### src/uart_pkg.sv
package uart_pkg;

  localparam int BYTE_W = 8;
  localparam int CMD_W  = 16;

  // Bytes per command, high byte goes out first
  localparam int CMD_BYTES = CMD_W / BYTE_W;

  typedef logic [BYTE_W-1:0] byte_t;
  typedef logic [CMD_W-1:0]  cmd_t;

  // Error flag on top of the received byte
  typedef logic [BYTE_W:0]   read_word_t;

  typedef logic [15:0]       baud_cnt_t;  // Clocks within one bit

  typedef enum logic [2:0] {
    TX_IDLE,
    TX_START,
    TX_DATA,
    TX_PARITY,
    TX_STOP
  } tx_state_t;

  typedef enum logic [2:0] {
    RX_IDLE,
    RX_START,
    RX_DATA,
    RX_PARITY,
    RX_STOP
  } rx_state_t;

endpackage
### src/uart_bridge.sv
module uart_bridge #(
  parameter uart_pkg::baud_cnt_t CLKS_PER_BIT = 16'd16,
  parameter bit                  PARITY_EN    = 1'b1
) (
  input  logic                 clk,
  input  logic                 rst_n,
  input  uart_pkg::cmd_t       cmd_data,
  input  logic                 cmd_valid,
  output logic                 cmd_ready,
  input  logic                 rx,
  output logic                 tx,
  output logic                 read_valid,
  output uart_pkg::read_word_t read_data
);

  // Serializer to framer handshake
  uart_pkg::byte_t byte_data;
  logic            byte_valid;
  logic            byte_ready;

  cmd_serializer cmd_serializer_i (
    .clk        (clk),
    .rst_n      (rst_n),
    .cmd_data   (cmd_data),
    .cmd_valid  (cmd_valid),
    .cmd_ready  (cmd_ready),
    .byte_data  (byte_data),
    .byte_valid (byte_valid),
    .byte_ready (byte_ready)
  );

  uart_tx_framer #(
    .CLKS_PER_BIT (CLKS_PER_BIT),
    .PARITY_EN    (PARITY_EN)
  ) uart_tx_framer_i (
    .clk        (clk),
    .rst_n      (rst_n),
    .byte_data  (byte_data),
    .byte_valid (byte_valid),
    .byte_ready (byte_ready),
    .tx         (tx)
  );

  // Receive side runs on its own, no link to the transmit path
  uart_rx_deframer #(
    .CLKS_PER_BIT (CLKS_PER_BIT),
    .PARITY_EN    (PARITY_EN)
  ) uart_rx_deframer_i (
    .clk        (clk),
    .rst_n      (rst_n),
    .rx         (rx),
    .read_valid (read_valid),
    .read_data  (read_data)
  );

endmodule

### src/uart_rx_deframer.sv
module uart_rx_deframer #(
  parameter uart_pkg::baud_cnt_t CLKS_PER_BIT = 16'd16,
  parameter bit                  PARITY_EN    = 1'b1
) (
  input  logic                 clk,
  input  logic                 rst_n,
  input  logic                 rx,
  output logic                 read_valid,
  output uart_pkg::read_word_t read_data
);

  localparam uart_pkg::baud_cnt_t BIT_LAST  = CLKS_PER_BIT - 16'd1;
  localparam uart_pkg::baud_cnt_t HALF_LAST = (CLKS_PER_BIT >> 1) - 16'd1;

  uart_pkg::rx_state_t state;
  uart_pkg::baud_cnt_t baud_cnt;
  logic [2:0]          bit_idx;
  uart_pkg::byte_t     shift_q;
  logic                parity_q;
  logic                rx_meta;
  logic                rx_sync;
  logic                rx_prev;
  logic                start_edge;
  logic                sample;
  logic                frame_err;

  // Two-flop synchronizer plus one stage for edge detect
  always_ff @(posedge clk or negedge rst_n) begin
    if (!rst_n) begin
      rx_meta <= 1'b1;
      rx_sync <= 1'b1;
      rx_prev <= 1'b1;
    end else begin
      rx_meta <= rx;
      rx_sync <= rx_meta;
      rx_prev <= rx_sync;
    end
  end

  assign start_edge = rx_prev && !rx_sync;

  // Start bit checked at half a period, later bits a full period apart
  assign sample = (state == uart_pkg::RX_START) ? (baud_cnt == HALF_LAST)
                                                : (baud_cnt == BIT_LAST);

  // Bad parity or a low stop bit
  assign frame_err = !rx_sync || (PARITY_EN && !(^{shift_q, parity_q}));

  always_ff @(posedge clk or negedge rst_n) begin
    if (!rst_n) begin
      state      <= uart_pkg::RX_IDLE;
      baud_cnt   <= '0;
      bit_idx    <= '0;
      read_valid <= 1'b0;
    end else begin
      read_valid <= 1'b0;

      if (state == uart_pkg::RX_IDLE || sample) begin
        baud_cnt <= '0;
      end else begin
        baud_cnt <= baud_cnt + 16'd1;
      end

      case (state)
        uart_pkg::RX_IDLE: begin
          if (start_edge) begin
            state <= uart_pkg::RX_START;
          end
        end
        uart_pkg::RX_START: begin
          if (sample) begin
            bit_idx <= '0;
            // High at midpoint is a glitch, drop it
            state   <= rx_sync ? uart_pkg::RX_IDLE : uart_pkg::RX_DATA;
          end
        end
        uart_pkg::RX_DATA: begin
          if (sample) begin
            if (bit_idx == 3'd7) begin
              state <= PARITY_EN ? uart_pkg::RX_PARITY : uart_pkg::RX_STOP;
            end else begin
              bit_idx <= bit_idx + 3'd1;
            end
          end
        end
        uart_pkg::RX_PARITY: begin
          if (sample) begin
            state <= uart_pkg::RX_STOP;
          end
        end
        uart_pkg::RX_STOP: begin
          if (sample) begin
            state      <= uart_pkg::RX_IDLE;
            read_valid <= 1'b1;
          end
        end
        default: begin
          state <= uart_pkg::RX_IDLE;
        end
      endcase
    end
  end

  always_ff @(posedge clk) begin
    if (sample) begin
      case (state)
        uart_pkg::RX_DATA:   shift_q   <= {rx_sync, shift_q[7:1]};  // LSB first
        uart_pkg::RX_PARITY: parity_q  <= rx_sync;
        uart_pkg::RX_STOP:   read_data <= {frame_err, shift_q};
        default: begin
        end
      endcase
    end
  end

  a_single_pulse: assert property (
    @(posedge clk) disable iff (!rst_n)
    read_valid |=> !read_valid
  );

endmodule

### src/uart_tx_framer.sv
module uart_tx_framer #(
  parameter uart_pkg::baud_cnt_t CLKS_PER_BIT = 16'd16,
  parameter bit                  PARITY_EN    = 1'b1
) (
  input  logic            clk,
  input  logic            rst_n,
  input  uart_pkg::byte_t byte_data,
  input  logic            byte_valid,
  output logic            byte_ready,
  output logic            tx
);

  localparam uart_pkg::baud_cnt_t BIT_LAST = CLKS_PER_BIT - 16'd1;

  uart_pkg::tx_state_t state;
  uart_pkg::baud_cnt_t baud_cnt;
  logic [2:0]          bit_idx;
  uart_pkg::byte_t     shift_q;
  logic                parity_q;
  logic                byte_take;
  logic                bit_done;

  assign byte_take = byte_valid && byte_ready;
  assign bit_done  = (baud_cnt == BIT_LAST);

  always_ff @(posedge clk or negedge rst_n) begin
    if (!rst_n) begin
      state      <= uart_pkg::TX_IDLE;
      baud_cnt   <= '0;
      bit_idx    <= '0;
      tx         <= 1'b1;  // Line idles high
      byte_ready <= 1'b1;
    end else begin
      if (state == uart_pkg::TX_IDLE || bit_done) begin
        baud_cnt <= '0;
      end else begin
        baud_cnt <= baud_cnt + 16'd1;
      end

      case (state)
        uart_pkg::TX_IDLE: begin
          if (byte_take) begin
            state      <= uart_pkg::TX_START;
            tx         <= 1'b0;
            byte_ready <= 1'b0;
          end
        end
        uart_pkg::TX_START: begin
          if (bit_done) begin
            state   <= uart_pkg::TX_DATA;
            bit_idx <= '0;
            tx      <= shift_q[0];
          end
        end
        uart_pkg::TX_DATA: begin
          if (bit_done) begin
            if (bit_idx == 3'd7) begin
              if (PARITY_EN) begin
                state <= uart_pkg::TX_PARITY;
                tx    <= parity_q;
              end else begin
                state <= uart_pkg::TX_STOP;
                tx    <= 1'b1;
              end
            end else begin
              bit_idx <= bit_idx + 3'd1;
              tx      <= shift_q[1];  // Next bit, before the shift lands
            end
          end
        end
        uart_pkg::TX_PARITY: begin
          if (bit_done) begin
            state <= uart_pkg::TX_STOP;
            tx    <= 1'b1;
          end
        end
        uart_pkg::TX_STOP: begin
          if (bit_done) begin
            state      <= uart_pkg::TX_IDLE;
            byte_ready <= 1'b1;
          end
        end
        default: begin
          state      <= uart_pkg::TX_IDLE;
          tx         <= 1'b1;
          byte_ready <= 1'b1;
        end
      endcase
    end
  end

  always_ff @(posedge clk) begin
    if (byte_take) begin
      shift_q  <= byte_data;
      parity_q <= ~^byte_data;  // Odd parity
    end else if (state == uart_pkg::TX_DATA && bit_done) begin
      shift_q <= shift_q >> 1;
    end
  end

  a_idle_high: assert property (
    @(posedge clk) disable iff (!rst_n)
    state == uart_pkg::TX_IDLE |-> tx
  );

  a_ready_idle: assert property (
    @(posedge clk) disable iff (!rst_n)
    byte_ready |-> state == uart_pkg::TX_IDLE
  );

endmodule

### src/cmd_serializer.sv
module cmd_serializer (
  input  logic              clk,
  input  logic              rst_n,
  input  uart_pkg::cmd_t    cmd_data,
  input  logic              cmd_valid,
  output logic              cmd_ready,
  output uart_pkg::byte_t   byte_data,
  output logic              byte_valid,
  input  logic              byte_ready
);

  localparam int CNT_W = $clog2(uart_pkg::CMD_BYTES + 1);

  logic [CNT_W-1:0] bytes_left;  // Bytes still to hand to the framer
  uart_pkg::cmd_t   cmd_q;
  logic             cmd_take;
  logic             byte_take;

  assign cmd_take  = cmd_valid && cmd_ready;
  assign byte_take = byte_valid && byte_ready;

  // Empty means ready for the next command
  assign cmd_ready  = (bytes_left == '0);
  assign byte_valid = (bytes_left != '0);

  // Current byte always sits at the top of the holding register
  assign byte_data = cmd_q[uart_pkg::CMD_W-1 -: uart_pkg::BYTE_W];

  always_ff @(posedge clk or negedge rst_n) begin
    if (!rst_n) begin
      bytes_left <= '0;
    end else if (cmd_take) begin
      bytes_left <= CNT_W'(uart_pkg::CMD_BYTES);
    end else if (byte_take) begin
      bytes_left <= bytes_left - 1'b1;
    end
  end

  always_ff @(posedge clk) begin
    if (cmd_take) begin
      cmd_q <= cmd_data;
    end else if (byte_take) begin
      cmd_q <= cmd_q << uart_pkg::BYTE_W;  // Next byte moves up
    end
  end

  // Offered byte must not change while the framer is busy
  a_byte_hold: assert property (
    @(posedge clk) disable iff (!rst_n)
    byte_valid && !byte_ready |=> byte_valid && $stable(byte_data)
  );

endmodule

### config.mk
export PLATFORM = sky130hd
export DESIGN_NAME = uart_bridge
export DESIGN_NICKNAME = d
export VERILOG_FILES = /design/src/uart_pkg.sv /design/src/uart_bridge.sv /design/src/uart_rx_deframer.sv /design/src/uart_tx_framer.sv /design/src/cmd_serializer.sv
export SDC_FILE = /design/constraint.sdc
export NUM_CORES = 1
export LEC_CHECK = 0
export BUFFER_PORTS_ARGS = -buffer_cell sky130_fd_sc_hd__buf_2
export CORE_AREA = 2 2 93 95
export CTS_BUF_LIST = sky130_fd_sc_hd__clkbuf_16
export DETAILED_ROUTE_END_ITERATION = 16
export DIE_AREA = 0 0 95 97
export PLACE_DENSITY = 0.73
export SYNTH_ARGS = -nofsm -noshare
export SYNTH_HDL_FRONTEND = slang
export SYNTH_SLANG_ARGS = --single-unit
### constraint.sdc
create_clock -name clk -period 2.4 [get_ports clk]
set_input_delay 0.24 -clock clk [delete_from_list [all_inputs] [get_ports clk]]
set_output_delay 0.24 -clock clk [all_outputs]
set_load 0.005 [all_outputs]
==> results.cfg, run 1 <==
[status]
status = finished clean

[worst_setup_path]
cp_max_fo = 8
crit_type = flip-flop to flip-flop
critPathBufInv = 1
cpPeakStageDelay_ns = 0.40
crit_family = simple AND/OR/NAND/NOR gates
endpoint_kind = flip-flop
start_kind = flip-flop
cp_slowest_cell = nor4_1
path_cells = ha_1, and4bb_2, nand4_4, nor4_1, buf_4
cp_data_required_time_ns = 2.44
arrival_ns = 2.04

[cts]
clock_latency_ns = 0.33
clkTransAtPathRegs_ns = 0.06
htree_levels = 3
cts_root_buf = clkbuf_16
ctsLongestPathBuffers = 2
cts.sinks = 95
cts_setup_buffers = 0
cts.repair.resized = 0
cts_made_buffers = 9
cts_tree = built
ctsHoldBuffers = 0

[synthesis]
yosys_warnings = 0
syn_area_um2 = 4370
avgSynthCellArea_um2 = 12.0
synth_nets = 392
ys_types = 52
synth_seq_cells = 95
synth_edf_count = 43
seq_area_frac_synth = 0.594
ys.flop_type = dfrtp_1
ys_async_sr_fraction = 0.547
synthCells = 365

[drt]
avgViaCountPerCell = 5.35
drc = 0
ant_nets = 0
drtPass1Iterations = 4
wirelength_mm = 6.88
wl_per_cell_um = 13.4
vias = 2743
initialDrtViolationCount = 87

[placement]
dpl_cell_area_um2 = 4660
hpwl_mm = 4.74
portBuffers = 31
gp_congestion = 0.808

[power]
total_leakage_power_nw = 1.95
ir_drop_v = 0.000461
report.power.total_mw = 3.87
power-per-cell-area_nw_per_um2 = 774

[sta]
tns_ns = 0
fin_crit_ns = 2.00
rsz0062_at_grt = false
slew_headroom = 0.567
whs_ns = 0.0112
fmax_mhz = 499
setup_viol = 0
period_share = 0.835
worst_slew_pin_slew_ns = 0.649
fin_skew_ns = 0.00836
maxSlewViolCount = 0
hold_viol = 0

[floorplan]
start_util = 0.538
row_count = 33
io_pins = 32
die_area_um2 = 9220
coreArea_um2 = 8130
die_h_um = 97
die-width_um = 95

[grt]
grt_pass1_vias = 2738
grt_max_degree = 53
grt_use_total = 0.167
grt-ovfl-total = 0
antenna_found_initial = 0
grt_pass1_wl_mm = 12.2

[job]
drv_cap = 0

[cells_and_area]
syn_to_final_growth_pct = 14.4
finish.utilization = 0.615
n_antenna_cell = 0
fin_area_um2 = 5000
nFillCells = 619
drive_above_1_share = 0.208
num-nets-final = 430

[worst_hold_path]
hp-class = input port to flip-flop
-- layout make-up --
cell class	instances	area, um2	area share
Sequential cell	95	2600	0.519
Clock inverter	7	121	0.0242
Timing Repair Buffer	37	200	0.0400
Tap cell	105	131	0.0263
Clock buffer	9	225	0.0450
Multi-Input combinational cell	246	1680	0.335
Inverter	14	52.6	0.0105
-- worst paths after layout --
kind                                                      from                              to  slack, ns  depth (start not counted)
min in group asynchronous                                rst_n  uart_rx_deframer_i.baud_cnt[9]       0.02                          2
worst max-delay path            uart_rx_deframer_i.baud_cnt[0]   uart_rx_deframer_i.shift_q[0]       0.40                          5
worst min register to register      uart_rx_deframer_i.rx_meta      uart_rx_deframer_i.rx_sync       0.36                          0
worst max register to register  uart_rx_deframer_i.baud_cnt[0]   uart_rx_deframer_i.shift_q[0]       0.40                          5
max in group asynchronous                                rst_n    uart_tx_framer_i.baud_cnt[2]       1.95                          2
worst min-delay path                                        rx      uart_rx_deframer_i.rx_meta       0.01                          1
-- cells by family after synthesis --
group | Yosys count | share of synthesized area
xor gates and xnor gates | 38 | 0.0810
DFF | 95 | 0.594
adders and majority gates | 7 | 0.0200
muxes | 15 | 0.0378
AOI/OAI and AO/OA | 32 | 0.0464
and+or+nand+nor | 154 | 0.198
buffers and inverters | 24 | 0.0226
-- cells in the final DEF, fill, tap and decap left out, types with 2 or more instances in the layout --
cell type  netlist  final
or2_2            2      2
nor4_4           4      4
nand2b_1         5      5
a22o_1           2      2
and4_1           3      3
buf_2            7     31
nand2_1         41     41
nand3_2          2      2
dfrtp_1         47     47
xor2_1          10     10
mux2i_1          3      3
o21ai_0          8      8
o2bb2ai_1        2      2
nand4_1          7      7
or3_1            2      2
a21oi_1         10     10
nand3_1          9      9
nor2_1          37     37
edfxtp_1        43     43
buf_4            0      6
inv_1           13     14
dfstp_2          5      5
nor3b_2          2      2
bufinv_16        0      3
nor3_1          11     11
and3_1          11     11
nor4_1           7      7
xnor2_1         26     26
ha_1             7      7
mux2_2          11     11
clkbuf_16        0      9
and2_1           3      3
-- worst reg2reg max path, delay by kind of cell (launching register included) --
kind / cells / cell delay, ns
simple gates: 3 / 0.86
buf+inv: 1 / 0.24
fa+ha+maj: 1 / 0.23
flops: 1 / 0.39
-- metrics by stage --
stage          setup slack (ns)  std cells
4_1_cts                   0.372        513
5_1_grt                   0.227        513
3_5_place_dp              0.389        497
6_report                  0.396        513
2_1_floorplan            0.0640        365
3_3_place_gp              0.478        497
-- state kept, by name (all words and copies together) (netlist names), 2 cells and up --
name and flops:
uart_rx_deframer_i.bit_idx 3, uart_rx_deframer_i.baud_cnt 16, uart_tx_framer_i.state 3, cmd_serializer_i.cmd_q 16, uart_rx_deframer_i.state 3, uart_rx_deframer_i.read_data 9, cmd_serializer_i.bytes_left 2, uart_rx_deframer_i.shift_q 8
uart_tx_framer_i.bit_idx 3, uart_tx_framer_i.baud_cnt 16, uart_tx_framer_i.shift_q 8
-- power by group --
| group | switching, mW | internal [mW] |
|---|---|---|
| combinational | 0.243 | 0.167 |
| sequential | 0.0938 | 1.76 |
| clock | 0.585 | 1.02 |
-- metal layers --
metal	part of all wire	up-vias	global-route usage
met1	0.45	1320	0.216
met2	0.51	48	0.279
met3	0.036	4	0.0350
met4	0.0079	0	0.0535
li1	-	1371	-
met5	0	-	0
-- synthesized netlist by cell type, types with 2 or more instances --
cell,count,area [um2]
and4_1,3,26.3
a21oi_1,10,50.1
nor4_1,7,43.8
nor2_1,37,139
buf_2,7,35.0
nand4_1,7,43.8
dfrtp_1,47,1180
nand3_2,2,20.0
nor3b_2,2,25.0
and2_1,3,18.8
mux2_2,11,124
nand2_1,41,154
or3_1,2,12.5
xor2_1,10,87.6
nand2b_1,5,31.3
nand3_1,9,45.0
dfstp_2,5,131
o2bb2ai_1,2,17.5
nor3_1,11,55.1
xnor2_1,26,228
o21ai_0,8,40.0
clkbuf_1,3,11.3
edfxtp_1,43,1290
or2_2,2,12.5
mux2i_1,3,30.0
nor4_4,4,85.1
a22o_1,2,17.5
ha_1,7,87.6
and3_1,11,68.8
inv_1,13,48.8
(Power assumes the default switching activity.)
==> inputs of run 2 (changes only) <==
--- a/config.mk
+++ b/config.mk
@@ -5,12 +5,13 @@
 export SDC_FILE = /design/constraint.sdc
 export NUM_CORES = 1
 export LEC_CHECK = 0
+export ABC_AREA = 1
 export BUFFER_PORTS_ARGS = -buffer_cell sky130_fd_sc_hd__buf_2
-export CORE_AREA = 2 2 93 95
+export CORE_AREA = 2 2 92 94
 export CTS_BUF_LIST = sky130_fd_sc_hd__clkbuf_16
 export DETAILED_ROUTE_END_ITERATION = 16
-export DIE_AREA = 0 0 95 97
-export PLACE_DENSITY = 0.73
+export DIE_AREA = 0 0 94 96
+export PLACE_DENSITY = 0.75
 export SYNTH_ARGS = -nofsm -noshare
 export SYNTH_HDL_FRONTEND = slang
 export SYNTH_SLANG_ARGS = --single-unit
==> constraint.sdc (replaced) <==
create_clock -name clk -period 2 [get_ports clk]
set_input_delay 0.2 -clock clk [delete_from_list [all_inputs] [get_ports clk]]
set_output_delay 0.2 -clock clk [all_outputs]
set_load 0.005 [all_outputs]
==> run 2 against run 1 <==
Effect of this change:
- via count up 25%
- die area fell by 2.1%
- area after synthesis increased by 7.1%
- global-route usage rose by 3.6 points
- register-to-register slack got worse by 0.09 ns
- flip-flop and latch count is the same
- final cell count is 29% higher
- critical path depth is 3 higher
- combinational power rose by 42%
- critical path type unchanged
- core utilization grew 4.3 points
==> results.cfg, run 2 <==
[status]
status = finished clean

[drt]
initialDrtViolationCount = 141
wl_per_cell_um = 12.6
ant_nets = 0
vias = 3417
avgViaCountPerCell = 5.16
drtPass1Iterations = 5
wirelength_mm = 8.36
drc = 0

[synthesis]
syn_area_um2 = 4680
synth_seq_cells = 95
synth.most_common_cell = nand2_1
synth_area_leaders = edfxtp_1 (28%), dfrtp_1 (25%), nand2_1 (9.1%), nor2_1 (5.7%), inv_1 (4.5%)
synthCells = 504
synth_largest_area_cell = edfxtp_1
seq_area_frac_synth = 0.555
yosysTopAreaCellShare = 0.276
synth_edf_count = 43
ys.flop_type = dfrtp_1
yosys_warnings = 0
ys_types = 36
synth_common_cells = nand2_1 (113), nor2_1 (71), inv_1 (56)
synth_nets = 531
avgSynthCellArea_um2 = 9.29
ys_async_sr_fraction = 0.547

[grt]
grt_use_total = 0.203
grt_pass1_vias = 3197
grt-ovfl-total = 0
grt_max_degree = 28
grt_pass1_wl_mm = 14.3
antenna_found_initial = 0

[sta]
worst_slew_pin_slew_ns = 0.593
setup_viol = 0
maxSlewViolCount = 0
rsz0062_at_grt = false
period_share = 0.845
tns_ns = 0
fin_skew_ns = 0.0115
fin_crit_ns = 1.69
slew_headroom = 0.605
hold_viol = 0
fmax_mhz = 592

[cells_and_area]
syn_to_final_growth_pct = 13.1
fin_area_um2 = 5300
drive_above_1_share = 0.203
reg_top3 = cmd_serializer_i.cmd_q x16, uart_rx_deframer_i.baud_cnt x16, uart_tx_framer_i.baud_cnt x16
num-nets-final = 579
layout_common_cells = nand2_1 (113), nor2_1 (71), inv_1 (56), dfrtp_1 (47), edfxtp_1 (43)
layout_commonest_cell = nand2_1
n_antenna_cell = 0

[cts]
cts_made_buffers = 9
ctsLongestPathBuffers = 2
cts_root_buf = clkbuf_16
clkTransAtPathRegs_ns = 0.07
cts.sinks = 95
htree_levels = 3
clock_latency_ns = 0.34
cts.repair.resized = 0
cts_tree = built

[job]
drv_cap = 0

[power]
p_int_mw = 3.14
total_leakage_power_nw = 2.27
switching_power_mw = 1.23
switching_share = 0.282
power-per-cell-area_nw_per_um2 = 826
clockPowerShare = 0.373
ir_drop_v = 0.000498
power.share.sequential = 0.493
power_frac_comb = 0.134

[worst_setup_path]
r2r_end = uart_rx_deframer_i.read_data[7]
cp_data_required_time_ns = 2.05
rrSetupSlack_ns = 0.31
arrival_ns = 1.74
start_kind = flip-flop
r2r_start = uart_rx_deframer_i.baud_cnt[0]
crit_type = flip-flop to flip-flop
r2r_cells = 8
cp_max_fo = 10
endpoint_kind = flip-flop

[worst_hold_path]
hold_start = cmd_data[2]
hold_path_end = cmd_serializer_i.cmd_q[2]
hp-class = input port to flip-flop
holdPathStages = 3

[floorplan]
die_h_um = 96
die-width_um = 94
die_area_um2 = 9020
io_pins = 32
row_count = 33
start_util = 0.582
coreArea_um2 = 8050

[placement]
gp_congestion = 0.849
portBuffers = 31
dpl_cell_area_um2 = 4990
hpwl_mm = 6.23
[run 2: worst max-delay path, stage by stage, from the launching register on]
cell	delay (ns)
dfrtp_1	0.39
ha_1	0.18
nand2_1	0.09
inv_1	0.10
nand2_1	0.07
nor2_2	0.12
nand3_4	0.15
nor2_1	0.11
buf_4	0.18
[run 2: timing repair]
| action | 4_1_cts | 5_1_grt |
|---|---|---|
| hold buffers | 2 | 0 |
| setup endpoints to repair | 0 | 0 |
| endpoints found under the hold margin | 26 | 0 |
| setup buffers | 0 | 0 |
[run 2: how the worst max path moves through the flow]
stage | startpoint | endpoint | slack [ns] | depth (start not counted)
after global placement | uart_rx_deframer_i.baud_cnt[0] | uart_rx_deframer_i.read_data[8] | 0.36 | 8
after global routing | uart_rx_deframer_i.baud_cnt[0] | uart_rx_deframer_i.read_data[7] | 0.18 | 8
after detailed placement | uart_rx_deframer_i.baud_cnt[0] | uart_rx_deframer_i.read_data[4] | 0.30 | 8
after CTS | uart_rx_deframer_i.baud_cnt[0] | uart_rx_deframer_i.read_data[7] | 0.29 | 8
after floorplan | uart_tx_framer_i.baud_cnt[0] | uart_tx_framer_i.shift_q[0] | 0.01 | 5
final | uart_rx_deframer_i.baud_cnt[0] | uart_rx_deframer_i.read_data[7] | 0.31 | 8
[run 2: through the flow]
stage	util	setup WS [ns]	power [mW]	instances	hold WS, ns
2_1_floorplan	-	0.0107	2.69	504	-0.0956
3_3_place_gp	0.620	0.361	2.75	644	0.240
3_5_place_dp	0.620	0.300	2.78	644	0.242
4_1_cts	0.658	0.291	4.41	662	0.150
5_1_grt	0.658	0.181	4.60	662	0.153
6_report	0.658	0.310	4.37	662	0.151
[run 2: routing by layer]
| metal | wire length, um | vias up | GRT usage |
|---|---|---|---|
| li1 | - | 1724 | - |
| met1 | 3680 | 1582 | 0.257 |
| met2 | 4200 | 105 | 0.354 |
| met3 | 389 | 6 | 0.0423 |
| met4 | 87 | 0 | 0.0628 |
| met5 | 0 | - | 0 |
[run 2: power groups by stage]
stage,Sequential (mW),Combinational (mW),Clock [mW]
after floorplan,2.18,0.509,0
after global placement,2.19,0.560,0
after detailed placement,2.20,0.584,0
after CTS,2.16,0.589,1.67
after global routing,2.16,0.669,1.76
final,2.16,0.584,1.63
[run 2: layout make-up]
type	count	area, um2
multi-input cells	343	1800
fillers	643	2760
well taps	105	131
flip-flops and latches	95	2600
inverters	60	225
clock buffers	9	225
repair buffers	43	250
clock inverters	7	62.6
[run 2: cells by family after synthesis]
| family | count (synthesis) | synth area share |
|---|---|---|
| buf+inv | 66 | 0.0601 |
| mux | 8 | 0.0192 |
| flops | 95 | 0.555 |
| xor+xnor | 21 | 0.0393 |
| simple gates | 281 | 0.279 |
| fa+ha+maj | 7 | 0.0187 |
| compound gates | 26 | 0.0286 |
